<file path="config.mk">
export PLATFORM = sky130hd
export DESIGN_NAME = output_layer_block
export DESIGN_NICKNAME = d
export VERILOG_FILES = /design/src/source/fixed_point_pkg.sv /design/src/source/junction_pkg.sv /design/src/source/junction_counter.sv /design/src/source/delta_mem_fsm.sv /design/src/source/ideal_output_delay.sv /design/src/source/cost_delta_unit.sv /design/src/source/delta_bank_pair.sv /design/src/source/output_layer_block.sv
export VERILOG_INCLUDE_DIRS = /design/src /design/src/include
export SDC_FILE = /design/constraint.sdc
export NUM_CORES = 1
export LEC_CHECK = 0
export BUFFER_PORTS_ARGS = -buffer_cell sky130_fd_sc_hd__buf_2
export CAP_MARGIN = 20
export CELL_PAD_IN_SITES_DETAIL_PLACEMENT = 0
export CELL_PAD_IN_SITES_GLOBAL_PLACEMENT = 1
export CORE_UTILIZATION = 56
export DETAILED_ROUTE_END_ITERATION = 12
export PLACE_DENSITY = 0.9
export SYNTH_ARGS = -nofsm -noshare
export SYNTH_HDL_FRONTEND = slang
export SYNTH_SLANG_ARGS = --single-unit
</file>
<file path="constraint.sdc">
create_clock -name clk -period 7.5 [get_ports clk]
set_input_delay 0.75 -clock clk [delete_from_list [all_inputs] [get_ports clk]]
set_output_delay 0.75 -clock clk [all_outputs]
set_load 0.01 [all_outputs]
</file>
<file path="src/include/olb_macros.svh">
// Width, lane, neuron, depth, junction and ideal-output delay macros for the output layer
`ifndef OLB_MACROS_SVH
`define OLB_MACROS_SVH

// Fixed point format, 1 sign + 5 integer + 10 fraction bits
`define OLB_INT_BITS 5
`define OLB_FRAC_BITS 10
`define OLB_WIDTH (1 + `OLB_INT_BITS + `OLB_FRAC_BITS) // 16 bits per sample

// Parallelism and layer size
`define OLB_Z 2 // Lanes (neurons) handled per clock
`define OLB_P 8 // Neurons in the output layer

// Each bank holds one junction worth of deltas, Z per word
`define OLB_DEPTH (`OLB_P / `OLB_Z)

// Junction length, two extra cycles beyond the data words
`define OLB_CPC (`OLB_DEPTH + 2)

// Network depth
`define OLB_LAYERS 3

// Ideal outputs travel alongside the feed-forward wave through the earlier layers
`define OLB_Y_DELAY (`OLB_CPC * (`OLB_LAYERS - 1))

`endif

</file>
<file path="src/source/fixed_point_pkg.sv">
// Fixed-point sample type, lane vector, ideal-output vector and fixed-point constants
`include "olb_macros.svh"

package fixed_point_pkg;

	// One signed sample, sign + int + frac
	typedef logic signed [`OLB_WIDTH-1:0] fxp_t;

	// Z samples side by side, lane 0 in the low bits
	typedef fxp_t [`OLB_Z-1:0] lane_vec_t;

	// One ideal output bit per lane, read as 0.0 or 1.0
	typedef logic [`OLB_Z-1:0] ideal_vec_t;

	// 1.0 in fixed point
	localparam fxp_t fxp_one = fxp_t'(1 << `OLB_FRAC_BITS);

	// Most negative representable value, floor of the cost term
	localparam fxp_t fxp_min = {1'b1, {(`OLB_WIDTH-1){1'b0}}};

endpackage

</file>
<file path="src/source/junction_pkg.sv">
// Cycle index, bank, address, FSM state and delta memory command types
`include "olb_macros.svh"

package junction_pkg;

	// Position within a junction, 0 .. CPC-1
	typedef logic [$clog2(`OLB_CPC)-1:0] cycle_idx_t;

	// Selects one of the two delta banks
	typedef logic bank_t;

	// Word address inside a bank, 0 .. DEPTH-1
	typedef logic [$clog2(`OLB_DEPTH)-1:0] mem_addr_t;

	// Delta memory FSM states
	typedef enum logic {
		FILL = 1'b0, // No bank holds a finished junction yet
		RUN = 1'b1 // Read bank holds the previous junction's deltas
	} olb_state_t;

	// One clock's worth of delta memory control
	typedef struct packed {
		logic we; // Write delta this cycle
		bank_t wr_bank; // Bank being filled
		mem_addr_t wr_addr; // Word written
		logic re; // Read toward previous layer this cycle
		mem_addr_t rd_addr; // Word read, bank is the other one
	} mem_cmd_t;

endpackage

</file>
<file path="src/source/junction_counter.sv">
// Junction cycle counter with registered index and junction-end pulse
`include "olb_macros.svh"

module junction_counter (
	input logic clk,
	input logic rst_n_i,
	output junction_pkg::cycle_idx_t cycle_index_o, // Current cycle within junction
	output logic cycle_clk_o // High in the last cycle of each junction
);

	// Last cycle of a junction
	localparam junction_pkg::cycle_idx_t last_idx = junction_pkg::cycle_idx_t'(`OLB_CPC - 1);

	junction_pkg::cycle_idx_t idx_next; // Index for the coming cycle

	// Wrap modulo CPC
	always_comb begin
		if (cycle_index_o == last_idx) begin
			idx_next = '0;
		end else begin
			idx_next = cycle_index_o + 1'b1;
		end
	end

	// Index and pulse come out of flops, so the whole layer sees them at once
	always_ff @(posedge clk or negedge rst_n_i) begin
		if (!rst_n_i) begin
			cycle_index_o <= '0; // First cycle out of reset is index 0
			cycle_clk_o <= 1'b0;
		end else begin
			cycle_index_o <= idx_next;
			cycle_clk_o <= (idx_next == last_idx); // Pulse lines up with the last index
		end
	end

endmodule

</file>
<file path="src/source/delta_mem_fsm.sv">
// Delta memory FSM with ping-pong bank pointer and write/read command generation
`include "olb_macros.svh"

module delta_mem_fsm (
	input logic clk,
	input logic rst_n_i,
	input junction_pkg::cycle_idx_t cycle_index_i, // From junction counter
	input logic cycle_clk_i, // Junction end
	output junction_pkg::mem_cmd_t mem_cmd_o // To delta bank pair
);

	junction_pkg::olb_state_t state_q; // FILL until first junction completes
	junction_pkg::bank_t wr_bank_q; // Bank filled in this junction
	logic data_cycle; // Index points at a data word

	// Only the first DEPTH cycles of a junction carry deltas
	assign data_cycle = (cycle_index_i < `OLB_DEPTH);

	// State and bank pointer move only at junction end
	always_ff @(posedge clk or negedge rst_n_i) begin
		if (!rst_n_i) begin
			state_q <= junction_pkg::FILL;
			wr_bank_q <= 1'b0;
		end else if (cycle_clk_i) begin
			wr_bank_q <= ~wr_bank_q; // Swap roles of the two banks
			case (state_q)
				junction_pkg::FILL: state_q <= junction_pkg::RUN; // Bank now holds a junction
				junction_pkg::RUN: state_q <= junction_pkg::RUN;
				default: state_q <= junction_pkg::FILL;
			endcase
		end
	end

	// Command is a pure decode of index and state
	always_comb begin
		mem_cmd_o.we = data_cycle;
		mem_cmd_o.wr_bank = wr_bank_q;
		mem_cmd_o.wr_addr = junction_pkg::mem_addr_t'(cycle_index_i); // Word k at index k
		// Previous junction is replayed in the same order it was written
		mem_cmd_o.re = data_cycle && (state_q == junction_pkg::RUN);
		mem_cmd_o.rd_addr = junction_pkg::mem_addr_t'(cycle_index_i);
	end

endmodule

</file>
<file path="src/source/ideal_output_delay.sv">
// Shift register delaying ideal outputs by the latency of the earlier layers
`include "olb_macros.svh"

module ideal_output_delay (
	input logic clk,
	input logic rst_n_i,
	input fixed_point_pkg::ideal_vec_t y_i, // Ideal outputs entering with the input layer
	output fixed_point_pkg::ideal_vec_t y_l_o // Same bits, aligned with the final activations
);

	// Stage 0 takes y_i, last stage drives the output
	fixed_point_pkg::ideal_vec_t [`OLB_Y_DELAY-1:0] sr_q;

	always_ff @(posedge clk or negedge rst_n_i) begin
		if (!rst_n_i) begin
			sr_q <= '0; // Outputs read as 0 until the pipe fills
		end else begin
			sr_q <= {sr_q[`OLB_Y_DELAY-2:0], y_i}; // One stage per clock
		end
	end

	// Oldest entry, Y_DELAY cycles old
	assign y_l_o = sr_q[`OLB_Y_DELAY-1];

endmodule

</file>
<file path="src/source/cost_delta_unit.sv">
// Per-lane cross-entropy delta, activation minus ideal output with saturation
`include "olb_macros.svh"

module cost_delta_unit (
	input fixed_point_pkg::lane_vec_t act_l_i, // Final activations
	input fixed_point_pkg::ideal_vec_t y_l_i, // Delayed ideal bits
	output fixed_point_pkg::lane_vec_t delta_o // a - y per lane
);

	genvar gv_i;
	generate
		for (gv_i = 0; gv_i < `OLB_Z; gv_i = gv_i + 1) begin : g_lane
			fixed_point_pkg::fxp_t y_fxp; // Ideal bit as 0.0 or 1.0
			logic signed [`OLB_WIDTH:0] diff; // One guard bit for underflow

			assign y_fxp = y_l_i[gv_i] ? fixed_point_pkg::fxp_one : '0;

			// Sign extend activation, ideal value is never negative
			assign diff = {act_l_i[gv_i][`OLB_WIDTH-1], act_l_i[gv_i]} - {1'b0, y_fxp};

			// Guard and sign bits disagree only when the result fell below the minimum
			always_comb begin
				if (diff[`OLB_WIDTH] != diff[`OLB_WIDTH-1]) begin
					delta_o[gv_i] = fixed_point_pkg::fxp_min; // Clamp
				end else begin
					delta_o[gv_i] = diff[`OLB_WIDTH-1:0];
				end
			end
		end
	endgenerate

endmodule

</file>
<file path="src/source/delta_bank_pair.sv">
// Ping-pong delta memory banks with registered read port and valid flag
`include "olb_macros.svh"

module delta_bank_pair (
	input logic clk,
	input logic rst_n_i,
	input junction_pkg::mem_cmd_t mem_cmd_i, // Write and read control from FSM
	input fixed_point_pkg::lane_vec_t delta_i, // Deltas from cost unit
	output fixed_point_pkg::lane_vec_t delta_l_o, // Deltas toward previous layer
	output logic delta_valid_o // delta_l_o carries a fresh word
);

	// Two banks of DEPTH words, each word one lane vector
	fixed_point_pkg::lane_vec_t bank_mem [0:1][0:`OLB_DEPTH-1];

	junction_pkg::bank_t rd_bank; // Bank holding the finished junction

	// Always the bank not being written
	assign rd_bank = ~mem_cmd_i.wr_bank;

	// Write port
	always_ff @(posedge clk) begin
		if (mem_cmd_i.we) begin
			bank_mem[mem_cmd_i.wr_bank][mem_cmd_i.wr_addr] <= delta_i;
		end
	end

	// Read port, output holds between reads
	always_ff @(posedge clk or negedge rst_n_i) begin
		if (!rst_n_i) begin
			delta_l_o <= '0;
			delta_valid_o <= 1'b0;
		end else begin
			delta_valid_o <= mem_cmd_i.re; // Valid follows the read by one cycle
			if (mem_cmd_i.re) begin
				delta_l_o <= bank_mem[rd_bank][mem_cmd_i.rd_addr];
			end
		end
	end

endmodule

</file>
<file path="src/source/output_layer_block.sv">
// Output layer block top level connecting timing, FSM, ideal-output delay, cost and delta banks
module output_layer_block (
	input logic clk,
	input logic rst_n_i,
	input fixed_point_pkg::lane_vec_t act_l_i, // Final activations, Z per clock
	input fixed_point_pkg::ideal_vec_t y_i, // Ideal outputs from network input
	output fixed_point_pkg::lane_vec_t delta_l_o, // Deltas toward previous layer
	output logic delta_valid_o,
	output fixed_point_pkg::ideal_vec_t y_l_o, // Delayed ideal outputs
	output junction_pkg::cycle_idx_t cycle_index_o,
	output logic cycle_clk_o
);

	junction_pkg::mem_cmd_t mem_cmd; // FSM to delta banks
	fixed_point_pkg::lane_vec_t delta; // Cost unit to bank write data

	// Junction timing, shared with the outputs
	junction_counter u_junction_counter (
		.clk(clk),
		.rst_n_i(rst_n_i),
		.cycle_index_o(cycle_index_o),
		.cycle_clk_o(cycle_clk_o)
	);

	delta_mem_fsm u_delta_mem_fsm (
		.clk(clk),
		.rst_n_i(rst_n_i),
		.cycle_index_i(cycle_index_o),
		.cycle_clk_i(cycle_clk_o),
		.mem_cmd_o(mem_cmd)
	);

	// Ideal bits catch up with the activations
	ideal_output_delay u_ideal_output_delay (
		.clk(clk),
		.rst_n_i(rst_n_i),
		.y_i(y_i),
		.y_l_o(y_l_o)
	);

	cost_delta_unit u_cost_delta_unit (
		.act_l_i(act_l_i),
		.y_l_i(y_l_o),
		.delta_o(delta)
	);

	delta_bank_pair u_delta_bank_pair (
		.clk(clk),
		.rst_n_i(rst_n_i),
		.mem_cmd_i(mem_cmd),
		.delta_i(delta),
		.delta_l_o(delta_l_o),
		.delta_valid_o(delta_valid_o)
	);

endmodule

</file>
## Word level (Yosys, flattened, before mapping)

Memories as Yosys holds them, arrays and structs flattened.
Cells that the tools add are included.

- Add/subtract/negate cells: 3
- Order comparisons: 3
- Eq/ne operators: 4
- Mux-type cells: 12
- Bitwise gates (word level): 2
- Reduce and logical (&&, ||, !) cells: 2

Operators with widths:

| cell | count |
|---|---|
| $mux W128 | 1 |
| $mux W32 | 3 |
| $bmux W32 S2 | 1 |
| $demux W32 S2 | 1 |
| $sub A17 B16 Y17 | 2 |
| $mux W16 | 2 |
| $mux W11 | 2 |
| $eq A3 B3 Y1 const B | 2 |
| $add A3 B1 Y3 const B | 1 |
| $ge A3 B3 Y1 const B | 1 |
| $lt A3 B1 Y1 const B | 1 |
| $lt A3 B3 Y1 const B | 1 |
| $mux W3 | 1 |
| $not A2 Y3 | 1 |
| $logic_and A1 B1 Y1 | 2 |
| $ne A1 B1 Y1 | 2 |
| $mux W1 | 1 |
| $not A1 Y1 | 1 |

- Flip-flop bits (word level): 63
- Memory bits (writable): 256
- Output and inout port bits: 39
- Logic and storage cells: 46
- Memories: 1

Memories:

| memory | depth | bits a word | rd ports | clocked after memory_dff | wr ports | line | source |
|---|---|---|---|---|---|---|---|
| u_delta_bank_pair.bank_mem | 2 | 128 | 1 | 0 | 1 | delta_bank_pair.sv:14 | `` fixed_point_pkg::lane_vec_t bank_mem [0:1][0:`OLB_DEPTH-1]; `` |

## Logic depth before layout (Yosys ltp)

- Depth after elaboration: 6
- Depth in mapped cells: 7
- Gate-level depth less buffers: 6

## Cells and area by module

From an unflattened synthesis, not the netlist that was laid out.

- Cell total of the unflattened synthesis: 749
- Area total of the unflattened synthesis: 12573.3 um2

Modules (own cells, without submodules):

| module | times used | cells each | area an instance (um2) | sequential area each (um2) |
|---|---|---|---|---|
| delta_bank_pair | 1 | 636 | 11272.1 | 8513.2 |
| ideal_output_delay | 1 | 26 | 615.6 | 600.6 |
| cost_delta_unit | 1 | 64 | 420.4 | 0.0 |
| junction_counter | 1 | 11 | 145.1 | 100.1 |
| delta_mem_fsm | 1 | 12 | 120.1 | 50.0 |

## Worst setup path after synthesis

OpenSTA, ideal clock, no wires.

- Path type: register -> register
- Start: register u_delta_mem_fsm.wr_bank_q
- End: memory u_delta_bank_pair.bank_mem[0][100] (netlist name) (enable)
- Setup time: 0.501 ns
- Arrival time: 3.841 ns
- Path slack: 3.157 ns
- Stages on the path, launching flop included: 4
- Path buffers: 2
- Period minus slack after synthesis: 4.343 ns
- Cells stage by stage: dfrtp_1 -> buf_4 -> buf_2 -> nor4_1

RTL lines:

| element | line | source |
|---|---|---|
| start, declared | delta_mem_fsm.sv:13 | `junction_pkg::bank_t wr_bank_q;` |
| start signal, assigned | delta_mem_fsm.sv:25 | `wr_bank_q <= ~wr_bank_q;` |
| end, declared | delta_bank_pair.sv:14 |  |

Straight into the memory's write port.

## Worst setup path in the final report

- Start: register u_delta_mem_fsm.wr_bank_q
- End: memory u_delta_bank_pair.bank_mem[1][31] (netlist name) (enable)

Straight into the memory's write port.

==> metrics.yaml <==
run_status:
  outcome: "finished, final reports clean"
clocking:
  htreeDepth: 1
  cts_resized: 0
  cts_made_buffers: 31
  cts_setup_buffers: 0
  root_buffer: "clkbuf_16"
  clock_sinks: 319
  clk_pin_slew_worst_paths_ns: 0.06
  max-clock-path-buffers: 3
  cts_tree: "yes"
  clock_latency_ns: 0.55
  cts_hold_buf: 0
yosys:
  syn_area_mm2: 0.01228
  syn_nets: 749
  synth.mux.area_fraction_pct: 10.44
  synth_top_flop_cell: "edfxtp_1"
  synth-seq-cells: 319
  ys_types: 29
  synth-simple-area-share_pct: 3.424
  synth_top_family_by_area: "multiplexers"
  yosysWarnings: 0
  seq_area_frac_synth_pct: 75.45
  synth-edff-count: 256
  synthXorXnorAreaFrac_pct: 0.4993
  syn_avg_cell_area_um2: 17.39
  async_flop_share_pct: 19.75
  synth-adder-area-share_pct: 0.7133
  syn-instance-count: 706
  synth_compound_area_share_pct: 6.481
floorplanning:
  start_util_pct: 57.68
  rows: 53
  dieArea_mm2: 0.02252
  die_x_um: 150.1
  core_mm2: 0.02129
  die_h_um: 150.1
  ios: 75
sta:
  tns_ns: 0
  fmax_mhz: 322.3
  setup_violations: 0
  period_minus_slack_ns: 3.102
  hold_viol_final: 0
  tightest_slew_ns: 0.9806
  hold_ws_ns: 0.3017
  fin_crit_sh_pct: 41.36
  fin_worst_skew_ns: 0.01160
  slew_viol_final: 0
  rsz0062_at_grt: "no"
  max-slew-margin-rel_pct: 34.63
  fin_ws_ns: 4.398
placement:
  port_buffers: 74
  gp_congestion: 0.7360
  dp_hpwl_mm: 13.49
  pre_cts_slack_ns: 4.403
  dp_cells: 1029
power_and_ir_drop:
  ir_worst_vdd_mv: 0.2197
  p_per_area_mw_per_mm2: 252.1
  leakagePower_nw: 4.580
global_routing:
  antenna_found_initial: 0
  grt_pass1_wl_mm: 37.04
  first_global_vias: 6507
  grt_max_degree: 68
  overflow: 0
  grtUsageTotal_pct: 22.43
layout:
  post-route-util_pct: 65.31
  finalNonFillerCells: 1086
  fillerInstances: 1400
  drive_gt1_share_pct: 18.87
  final_nets: 831
  syn2layout_area_growth_pct: 13.24
  diodes: 0
drt:
  post_drt_wl_per_cell_um: 22.49
  vias_per_cell: 5.859
  remaining_drc_errors: 0
  vias: 6363
  drtIter0Drc: 416
  antenna_left: 0
  drt-total-wl_mm: 24.43
  first_pass_iters: 6
worst_hold_path:
  min_path_type: "input port to register"
worst_setup_path:
  crit_chain: "buf_4 > and2_1 > buf_4"
  cp.required_ns: 7.72
  startpoint_type: "register"
  crit_top_cell: "buf_4"
  crit_fanout: 37
  arrival_ns: 3.32
  crit_type: "register to register"
  cp_slowest_cell: "and2_1"
  rrSetupSlack_ns: 4.40
  slowest_delay_ns: 0.88
  cp-end-kind: "register"
run:
  max-cap-violations: 0
==> registers in the layout (all words and copies together), names as in the netlist <==
register                          count
u_delta_bank_pair.bank_mem          256
u_delta_bank_pair.delta_l_o          32
u_delta_bank_pair.delta_valid_o       1
u_delta_mem_fsm.state_q               1
u_delta_mem_fsm.wr_bank_q             1
u_ideal_output_delay.sr_q            22
u_ideal_output_delay.y_l_o            2
u_junction_counter.cycle_clk_o        1
u_junction_counter.cycle_index_o      3
==> synthesized netlist by cell type, types with 4 or more instances <==
library cell  number  share of area, %
dfrtp_1           63                13
nand2_1            6              0.18
a31oi_1           32               1.6
clkbuf_1          12              0.37
nor2b_1           22               1.1
inv_1             11              0.34
edfxtp_1         256                63
mux2i_1          128                10
buf_12             5              0.82
a21oi_1            4              0.16
ha_1               7              0.71
buf_4             10              0.61
o22a_1            64               4.6
xnor2_1            4              0.29
nor2_1            47               1.4
buf_2             10              0.41
==> area by class of cell <==
class	count	area (µm²)	share of cell area [%]
Sequential cell	319	9268	66.66
Multi-Input combinational cell	333	2695	19.38
Clock buffer	34	797.0	5.733
Timing Repair Buffer	92	570.5	4.104
Tap cell	275	344.1	2.475
Clock inverter	22	187.7	1.350
Inverter	11	41.29	0.2970
==> placed cells by master, fill, tap and decap left out, drive strengths merged, types with 3 or more instances in the layout <==
| master | Yosys | routed |
|---|---|---|
| clkbuf | 15 | 34 |
| o22a | 64 | 64 |
| xnor2 | 4 | 4 |
| ha | 7 | 7 |
| mux2i | 128 | 128 |
| nor2 | 47 | 47 |
| a21oi | 4 | 4 |
| inv | 11 | 15 |
| xor2 | 3 | 3 |
| dfrtp | 63 | 63 |
| nor2b | 22 | 22 |
| buf | 28 | 92 |
| a31oi | 32 | 32 |
| clkinv | 0 | 14 |
| edfxtp | 256 | 256 |
| nand2 | 6 | 6 |
| nor3 | 3 | 3 |
==> metal layers <==
metal  part of all wire, %  wire [µm]  track usage [%]  vias up
li1                      -          -                -     2881
met1                    41      10000            29.66     3232
met2                    51      12390            38.24      210
met3                   6.3       1535            3.841       40
met4                   2.0        499            6.616        0
met5                     0          0                0        -
==> power by group <==
group          leakage, nW  switching (mW)  internal (mW)
clock                0.487           0.636          0.839
sequential            2.97         0.00662           1.95
combinational         1.13          0.0532         0.0180
total                 4.58           0.696           2.81
==> worst paths after layout <==
| check | from | to | cells past startpoint |
|---|---|---|---|
| worst max-delay path | u_delta_mem_fsm.wr_bank_q$_DFFE_PN0P_ | u_delta_bank_pair.bank_mem[1][31]$_DFFE_PP_ | 3 |
| worst min-delay path | y_i[0] | u_ideal_output_delay.sr_q[0]$_DFF_PN0_ | 1 |
| worst max register to register | u_delta_mem_fsm.wr_bank_q$_DFFE_PN0P_ | u_delta_bank_pair.bank_mem[1][31]$_DFFE_PP_ | 3 |
| worst min register to register | u_ideal_output_delay.sr_q[17]$_DFF_PN0_ | u_ideal_output_delay.sr_q[19]$_DFF_PN0_ | 0 |
| max in group asynchronous | rst_n_i | u_delta_mem_fsm.wr_bank_q$_DFFE_PN0P_ | 2 |
| min in group asynchronous | rst_n_i | u_ideal_output_delay.sr_q[3]$_DFF_PN0_ | 2 |
==> stage by stage <==
stage | cell area (µm²) | power [mW]
floorplan | 12280 | 2.028
global placement | 12820 | 2.059
detailed placement | 12890 | 2.067
CTS | 13880 | 3.525
global route | 13900 | 3.601
finish | 13900 | 3.506
==> worst max-delay path: cells and delay by family, from the launching register on <==
family | cells | cell delay, ns
DFF | 1 | 0.80
and+or+nand+nor | 1 | 0.88
buffers and inverters | 2 | 1.06
==> cell families (layout without fill, tap and decap cells) <==
logic type / Yosys count / in the layout
compound gates: 102 / 102
xor+xnor: 7 / 7
fa+ha+maj: 7 / 7
buf+inv: 54 / 159
flops: 319 / 319
mux: 128 / 128
simple gates: 89 / 89
No activity file was read; power rests on OpenSTA's default activity.
